File: config.mk
export PLATFORM = sky130hd
export DESIGN_NAME = tx_bist_top
export DESIGN_NICKNAME = d
export VERILOG_FILES = /design/src/hdl/tx_gen_pkg.sv /design/src/hdl/gen_ctrl_if.sv /design/src/hdl/exec_ctrl_capture.sv /design/src/hdl/prbs_lane.sv /design/src/hdl/pattern_gen.sv /design/src/hdl/prbs_rx_checker.sv /design/src/hdl/tx_bist_top.sv
export SDC_FILE = /design/constraint.sdc
export NUM_CORES = 2
export LEC_CHECK = 0
export BUFFER_PORTS_ARGS = -buffer_cell sky130_fd_sc_hd__buf_2
export CORE_UTILIZATION = 55
export DETAILED_ROUTE_END_ITERATION = 6
export GPL_ROUTABILITY_DRIVEN = 0
export PLACE_DENSITY = 0.74
export SLEW_MARGIN = 20
export SYNTH_ARGS = -nofsm -noshare
export SYNTH_HDL_FRONTEND = slang
export SYNTH_SLANG_ARGS = --single-unit
File: constraint.sdc
create_clock -name clk -period 19.2 [get_ports clk]
set_input_delay 2.88 -clock clk [delete_from_list [all_inputs] [get_ports clk]]
set_output_delay 2.88 -clock clk [all_outputs]
set_load 0.01 [all_outputs]
File: src/hdl/tx_gen_pkg.sv
package tx_gen_pkg;

    // generator modes
    // codes 5 to 7 are not defined and act like MODE_RESET
    typedef enum logic [2:0] {
        MODE_RESET    = 3'd0,
        MODE_CONSTANT = 3'd1,
        MODE_PULSE    = 3'd2,
        MODE_SQUARE   = 3'd3,
        MODE_PRBS     = 3'd4
    } data_mode_e;

    // pulse and square period
    localparam int PER_W = 16;

    // checker error counter, saturating
    localparam int CNT_W = 16;

    // debug inversion field
    localparam int CHK_W = 2;

    // invert the line bit after error injection
    localparam int CHK_INV_OUT = 0;

    // invert the lfsr feedback
    localparam int CHK_INV_FB = 1;

endpackage

File: src/hdl/gen_ctrl_if.sv
`timescale 1ns/100ps

interface gen_ctrl_if #(
    parameter int nprbs = 32,
    parameter int nti = 16
);

    // captured settings, all change on the same edge
    logic                              soft_rst;
    logic                              cke;
    tx_gen_pkg::data_mode_e            mode;
    logic [tx_gen_pkg::PER_W-1:0]      per;
    logic [nti-1:0]                    data_in;

    // one start value per lane
    logic [nti-1:0][nprbs-1:0]         prbs_init;
    logic [nprbs-1:0]                  prbs_eqn;
    logic [nti-1:0]                    prbs_inj_err;
    logic [tx_gen_pkg::CHK_W-1:0]      prbs_chicken;

    modport cap (
        output soft_rst,
        output cke,
        output mode,
        output per,
        output data_in,
        output prbs_init,
        output prbs_eqn,
        output prbs_inj_err,
        output prbs_chicken
    );

    modport gen (
        input soft_rst,
        input cke,
        input mode,
        input per,
        input data_in,
        input prbs_init,
        input prbs_eqn,
        input prbs_inj_err,
        input prbs_chicken
    );

    // checker only needs what shapes the received sequence
    modport chk (
        input soft_rst,
        input cke,
        input mode,
        input prbs_eqn,
        input prbs_chicken
    );

endinterface

File: src/hdl/exec_ctrl_capture.sv
`timescale 1ns/100ps

module exec_ctrl_capture #(
    parameter int nprbs = 32,
    parameter int nti = 16
) (
    input  logic                         clk,
    input  logic                         rst_d,
    input  logic                         exec,
    input  logic                         soft_rst,
    input  logic                         cke,
    input  tx_gen_pkg::data_mode_e       data_mode,
    input  logic [tx_gen_pkg::PER_W-1:0] data_per,
    input  logic [nti-1:0]               data_in,
    input  logic [nti-1:0][nprbs-1:0]    prbs_init,
    input  logic [nprbs-1:0]             prbs_eqn,
    input  logic [nti-1:0]               prbs_inj_err,
    input  logic [tx_gen_pkg::CHK_W-1:0] prbs_chicken,
    gen_ctrl_if.cap                      ctrl
);

    logic exec_m;
    logic exec_s;

    // two-flop synchronizer for the host strobe
    always_ff @(posedge clk) begin
        if (rst_d) begin
            exec_m <= 1'b0;
            exec_s <= 1'b0;
        end else begin
            exec_m <= exec;
            exec_s <= exec_m;
        end
    end

    // control fields come out of reset with the generator parked
    always_ff @(posedge clk) begin
        if (rst_d) begin
            ctrl.soft_rst <= 1'b1;
            ctrl.cke      <= 1'b0;
            ctrl.mode     <= tx_gen_pkg::MODE_RESET;
        end else if (exec_s) begin
            ctrl.soft_rst <= soft_rst;
            ctrl.cke      <= cke;
            ctrl.mode     <= data_mode;
        end
    end

    // pattern settings load on the same edge as the controls
    // host inputs are static while exec is high, so no per-bit sync
    always_ff @(posedge clk) begin
        if (exec_s) begin
            ctrl.per          <= data_per;
            ctrl.data_in      <= data_in;
            ctrl.prbs_init    <= prbs_init;
            ctrl.prbs_eqn     <= prbs_eqn;
            ctrl.prbs_inj_err <= prbs_inj_err;
            ctrl.prbs_chicken <= prbs_chicken;
        end
    end

endmodule

File: src/hdl/prbs_lane.sv
`timescale 1ns/100ps

module prbs_lane #(
    parameter int nprbs = 32
) (
    input  logic                         clk,
    input  logic                         soft_rst,
    input  logic                         cke,
    input  logic [nprbs-1:0]             init_val,
    input  logic [nprbs-1:0]             eqn,
    input  logic                         inj_err,
    input  logic [tx_gen_pkg::CHK_W-1:0] chicken,
    output logic                         line_bit
);

    logic [nprbs-1:0] state;
    logic             fb;

    // fibonacci feedback over the selected taps
    assign fb = (^(state & eqn)) ^ chicken[tx_gen_pkg::CHK_INV_FB];

    // injected errors reach the line only, the lfsr stays clean
    // so a checker can resync after the error burst
    assign line_bit = fb ^ inj_err ^ chicken[tx_gen_pkg::CHK_INV_OUT];

    // soft reset reloads the seed, cke low freezes the sequence
    always_ff @(posedge clk) begin
        if (soft_rst) begin
            state <= init_val;
        end else if (cke) begin
            state <= {state[nprbs-2:0], fb};
        end
    end

endmodule

File: src/hdl/pattern_gen.sv
`timescale 1ns/100ps

module pattern_gen #(
    parameter int nprbs = 32,
    parameter int nti = 16
) (
    input  logic           clk,
    input  logic           rst_d,
    gen_ctrl_if.gen        ctrl,
    output logic [nti-1:0] data_out
);

    logic [nti-1:0]                 lane_bits;
    logic [tx_gen_pkg::PER_W-1:0]   per_cnt;
    logic [nti-1:0]                 data_q;

    // one lfsr per lane, all sharing the tap mask
    for (genvar i = 0; i < nti; i++) begin : g_lane
        prbs_lane #(
            .nprbs(nprbs)
        ) i_prbs_lane (
            .clk(clk),
            .soft_rst(ctrl.soft_rst),
            .cke(ctrl.cke),
            .init_val(ctrl.prbs_init[i]),
            .eqn(ctrl.prbs_eqn),
            .inj_err(ctrl.prbs_inj_err[i]),
            .chicken(ctrl.prbs_chicken),
            .line_bit(lane_bits[i])
        );
    end

    // output register and period counter
    always_ff @(posedge clk) begin
        if (rst_d || ctrl.soft_rst) begin
            per_cnt <= '0;
            data_q  <= '0;
        end else begin
            case (ctrl.mode)
                tx_gen_pkg::MODE_CONSTANT: begin
                    per_cnt <= '0;
                    data_q  <= ctrl.data_in;
                end
                tx_gen_pkg::MODE_PULSE: begin
                    // one word of data_in every per+1 cycles
                    if (per_cnt == ctrl.per) begin
                        per_cnt <= '0;
                        data_q  <= ctrl.data_in;
                    end else begin
                        per_cnt <= per_cnt + 1'b1;
                        data_q  <= '0;
                    end
                end
                tx_gen_pkg::MODE_SQUARE: begin
                    // starts from the zero word left by reset mode
                    if (per_cnt == ctrl.per) begin
                        per_cnt <= '0;
                        data_q  <= ~data_q;
                    end else begin
                        per_cnt <= per_cnt + 1'b1;
                    end
                end
                tx_gen_pkg::MODE_PRBS: begin
                    per_cnt <= '0;
                    data_q  <= lane_bits;
                end
                default: begin
                    per_cnt <= '0;
                    data_q  <= '0;
                end
            endcase
        end
    end

    assign data_out = data_q;

endmodule

File: src/hdl/prbs_rx_checker.sv
`timescale 1ns/100ps

module prbs_rx_checker #(
    parameter int nprbs = 32,
    parameter int nti = 16
) (
    input  logic                         clk,
    input  logic                         rst_d,
    gen_ctrl_if.chk                      ctrl,
    input  logic [nti-1:0]               rx_word,
    output logic [tx_gen_pkg::CNT_W-1:0] err_count,
    output logic [nti-1:0]               err_lanes
);

    localparam int FILL_W = $clog2(nprbs + 1);
    localparam int SUM_W = $clog2(nti + 1);
    localparam int ACC_W = tx_gen_pkg::CNT_W + 1;

    logic             word_ok;
    logic             adv_q;
    logic             adv_ok;
    logic             inv_out_q;
    logic [nti-1:0]   mismatch;
    logic [SUM_W-1:0] n_err;
    logic [ACC_W-1:0] acc;

    // align the settings with the word on rx_word
    // word_ok: word came from prbs mode out of soft reset
    // adv_ok: lane state moved two cycles back, so this word is a new bit
    always_ff @(posedge clk) begin
        if (rst_d) begin
            word_ok <= 1'b0;
            adv_q   <= 1'b0;
            adv_ok  <= 1'b0;
        end else begin
            word_ok <= (ctrl.mode == tx_gen_pkg::MODE_PRBS) && !ctrl.soft_rst;
            adv_q   <= ctrl.cke || ctrl.soft_rst;
            adv_ok  <= adv_q;
        end
    end

    always_ff @(posedge clk) begin
        inv_out_q <= ctrl.prbs_chicken[tx_gen_pkg::CHK_INV_OUT];
    end

    for (genvar i = 0; i < nti; i++) begin : g_lane
        logic [nprbs-1:0]  hist;
        logic [FILL_W-1:0] fill;
        logic              rx_bit;
        logic              exp_bit;

        assign rx_bit  = rx_word[i] ^ inv_out_q;
        assign exp_bit = (^(hist & ctrl.prbs_eqn)) ^ ctrl.prbs_chicken[tx_gen_pkg::CHK_INV_FB];

        // only judge once the history holds a full lfsr state
        assign mismatch[i] = word_ok && adv_ok && (fill == FILL_W'(nprbs)) &&
                             (rx_bit != exp_bit);

        always_ff @(posedge clk) begin
            if (word_ok && adv_ok) begin
                hist <= {hist[nprbs-2:0], rx_bit};
            end
        end

        always_ff @(posedge clk) begin
            if (rst_d || !word_ok) begin
                fill <= '0;
            end else if (adv_ok && (fill != FILL_W'(nprbs))) begin
                fill <= fill + 1'b1;
            end
        end
    end

    // lanes in error this cycle
    always_comb begin
        n_err = '0;
        for (int i = 0; i < nti; i++) begin
            n_err = n_err + SUM_W'(mismatch[i]);
        end
        acc = {1'b0, err_count} + ACC_W'(n_err);
    end

    always_ff @(posedge clk) begin
        if (rst_d || !word_ok) begin
            err_count <= '0;
            err_lanes <= '0;
        end else begin
            // saturate instead of wrapping
            err_count <= acc[ACC_W-1] ? '1 : acc[ACC_W-2:0];
            err_lanes <= err_lanes | mismatch;
        end
    end

endmodule

File: src/hdl/tx_bist_top.sv
`timescale 1ns/100ps

module tx_bist_top #(
    parameter int nprbs = 32,
    parameter int nti = 16
) (
    input  logic                         clk,
    input  logic                         rst_d,
    input  logic                         exec,
    input  logic                         soft_rst,
    input  logic                         cke,
    input  tx_gen_pkg::data_mode_e       data_mode,
    input  logic [tx_gen_pkg::PER_W-1:0] data_per,
    input  logic [nti-1:0]               data_in,
    input  logic [nti-1:0][nprbs-1:0]    prbs_init,
    input  logic [nprbs-1:0]             prbs_eqn,
    input  logic [nti-1:0]               prbs_inj_err,
    input  logic [tx_gen_pkg::CHK_W-1:0] prbs_chicken,
    output logic [nti-1:0]               data_out,
    output logic [tx_gen_pkg::CNT_W-1:0] err_count,
    output logic [nti-1:0]               err_lanes
);

    gen_ctrl_if #(
        .nprbs(nprbs),
        .nti(nti)
    ) ctrl ();

    exec_ctrl_capture #(
        .nprbs(nprbs),
        .nti(nti)
    ) i_capture (
        .clk(clk),
        .rst_d(rst_d),
        .exec(exec),
        .soft_rst(soft_rst),
        .cke(cke),
        .data_mode(data_mode),
        .data_per(data_per),
        .data_in(data_in),
        .prbs_init(prbs_init),
        .prbs_eqn(prbs_eqn),
        .prbs_inj_err(prbs_inj_err),
        .prbs_chicken(prbs_chicken),
        .ctrl(ctrl.cap)
    );

    pattern_gen #(
        .nprbs(nprbs),
        .nti(nti)
    ) i_gen (
        .clk(clk),
        .rst_d(rst_d),
        .ctrl(ctrl.gen),
        .data_out(data_out)
    );

    // loopback of the transmitted word
    prbs_rx_checker #(
        .nprbs(nprbs),
        .nti(nti)
    ) i_checker (
        .clk(clk),
        .rst_d(rst_d),
        .ctrl(ctrl.chk),
        .rx_word(data_out),
        .err_count(err_count),
        .err_lanes(err_lanes)
    );

endmodule

==> out/results.ini <==
[run_status]
outcome = finished clean

[synth]
synth_area_um2 = 76600
yosys.area.top_type = edfxtp_1
syn_nets = 5958
synth_top_area_share = 0.634
synth_cell_types = 45
synth.ff_latch_count = 1789
synth-async-reset-ratio = 0
synth_area_per_cell_um2 = 14.5
syn_inst = 5302
yosysSeqAreaShare = 0.679
synth_top_cells_by_area = edfxtp_1 63%, xnor2_1 8.9%, mux2_2 7.3%, nand2_1 5.4%, dfxtp_1 4.5%
yosys_warnings = 0
synth_edf_count = 1618
synth_top_flop_cell = edfxtp_1

[floorplan]
ioPinCount = 650
fp.dieH_um = 375
initial_core_util = 0.556
dieArea_um2 = 141000
fp-row-count = 136
die_x_um = 375
core_area_um2 = 138000

[global_route]
grt_pass1_vias = 44500
grt_pass1_wl_um = 305000
antenna_found_initial = 21
grt_usage = 0.306
overflow = 0
grt_start_max_net_pins = 173

[finish]
drive_above_1_share = 0.244
syn_to_final_growth_pct = 14.7
layout_common_cells = 1618 x edfxtp_1, 1098 x nand2_1, 777 x xnor2_1
post-route-util = 0.638
fillers = 10000
nNetsFinal = 6678
design_area_um2 = 87900
final_common_cell = edfxtp_1

[setup_path]
arrival_ps = 8650
crit_top_cell = fa_1
endpoint_kind = register
crit_slowest_cell = edfxtp_1
cp_max_fo = 25
crit_type = register to register
crit_required_ps = 19920
rrSetupSlack_ps = 11270
start_kind = register
cpPeakStageDelay_ps = 630

[cts]
clkTransAtPathRegs_ps = 60
cts_root_buf = clkbuf_16
clock_latency_ps = 840
cts_tree = done
cts.sinks = 1789
post_cts_buffers = 0
post_cts_resized = 0
htree_levels = 4
cts_made_buffers = 178
ctsLongestPathBuffers = 3
hold_buffers = 0

[sta]
slew_viol_final = 0
finalCritPeriodShare = 0.413
finalSetupViolCount = 0
tightest_slew_ps = 1140
fmax_ghz = 0.126
slew-limit-headroom = 0.243
rsz0062_at_grt = no
period_needed_ps = 7930
fin_setup_tns_ps = 0
skew_ps = 44.1
whs_ps = 417
finalHoldViolations = 0

[drt]
viasPerCell = 5.72
drt_iter0_drc = 5485
antenna_left = 0
drt-total-wl_um = 217000
drc_errors = 0
vias = 45600
post_drt_wl_per_cell_um = 27.2
drt_pass1_iterations = 6

[pwr]
p_per_area_nw_per_um2 = 102
ir_drop_v = 0.0000823
power_leakage_nw = 31.5

[placement]
io_buffer_count = 649
place_hpwl_um = 145000
place_area_um2 = 81900

[min_path]
holdCritPathClass = register to register

[flow_run]
maxCapViolCount = 0

cells by family after synthesis:
kind of cell,count (synthesis),synth area share
AOI/OAI and AO/OA,178,0.0128
xor gates and xnor gates,1161,0.139
adders and majority gates,54,0.00990
buffers and inverters,251,0.0144
DFF,1789,0.679
muxes,500,0.0734
and+or+nand+nor,1369,0.0723
worst paths after layout:
path,cells after the start,to,startpoint
max,26,i_checker.err_count[0],i_capture.ctrl.prbs_eqn[17]
min,0,i_checker.g_lane[13].hist[29],i_checker.g_lane[13].hist[28]
max reg2reg,26,i_checker.err_count[0],i_capture.ctrl.prbs_eqn[17]
min reg2reg,0,i_checker.g_lane[13].hist[29],i_checker.g_lane[13].hist[28]
critical path: cells and delay by family (launching register included):
| family | cells | cell delay [ps] |
|---|---|---|
| adders and majority gates | 8 | 3410 |
| and+or+nand+nor | 6 | 1420 |
| xor gates and xnor gates | 5 | 1060 |
| buffers and inverters | 4 | 840 |
| DFF | 1 | 630 |
| AOI/OAI and AO/OA | 3 | 420 |
cell usage after synthesis, types with 40 or more instances:
master / instances
nand2_1: 1098
ha_1: 43
clkbuf_1: 96
nand4_1: 40
inv_1: 58
xor2_1: 351
nor2_1: 124
xnor2_1: 777
mux2_2: 496
edfxtp_1: 1618
o21ai_0: 52
dfxtp_1: 171
a21oi_1: 85
buf_2: 78
flip-flops by register name, indices dropped and copies added (netlist names):
name and cells:
i_capture.ctrl.prbs_init 512, i_checker.g_lane.hist 512, i_gen.g_lane.i_prbs_lane.state 512, i_checker.g_lane.fill 96, i_capture.ctrl.prbs_eqn 32, i_capture.ctrl.data_in 16, i_capture.ctrl.per 16, i_capture.ctrl.prbs_inj_err 16
i_checker.err_count 16, i_checker.err_lanes 16, i_gen.data_out 16, i_gen.per_cnt 16, i_capture.ctrl.mode 3, i_capture.ctrl.prbs_chicken 2, i_capture.ctrl.cke 1, i_capture.ctrl.soft_rst 1
i_capture.exec_m 1, i_capture.exec_s 1, i_checker.adv_ok 1, i_checker.adv_q 1, i_checker.inv_out_q 1, i_checker.word_ok 1
metrics by stage:
stage / cells / worst slack [ps] / power, mW
after detailed placement: 7636 / 11360 / 5.49
after global placement: 7636 / 11390 / 5.48
after CTS: 7963 / 11280 / 9.00
final: 7967 / 11270 / 8.96
after floorplan: 5302 / 4860 / 5.16
after global routing: 7965 / 10820 / 9.20
power breakdown:
group	switching (mW)	internal, mW	leakage [nW]
Combinational	0.498	0.437	11.9
Sequential	0.104	4.38	16.8
Clock	1.48	2.06	2.88
Total	2.08	6.88	31.5
metal layers:
| layer | vias to the layer above | routed length (um) | track usage |
|---|---|---|---|
| met5 | - | 126 | 0 |
| met4 | 18 | 5980 | 0.0907 |
| met3 | 337 | 24000 | 0.0710 |
| met2 | 2556 | 102000 | 0.483 |
| met1 | 22700 | 84700 | 0.424 |
| li1 | 20000 | - | - |
layout make-up:
class                           count  area, um2  area share
Antenna cell                        4       10.0    0.000114
Clock buffer                      234       4870      0.0555
Clock inverter                     93       1060      0.0121
Inverter                           58        225     0.00256
Multi-Input combinational cell   3262      23500       0.268
Sequential cell                  1789      52000       0.592
Tap cell                         1794       2240      0.0255
Timing Repair Buffer              733       3920      0.0446
No activity file was read; power rests on OpenSTA's default activity.
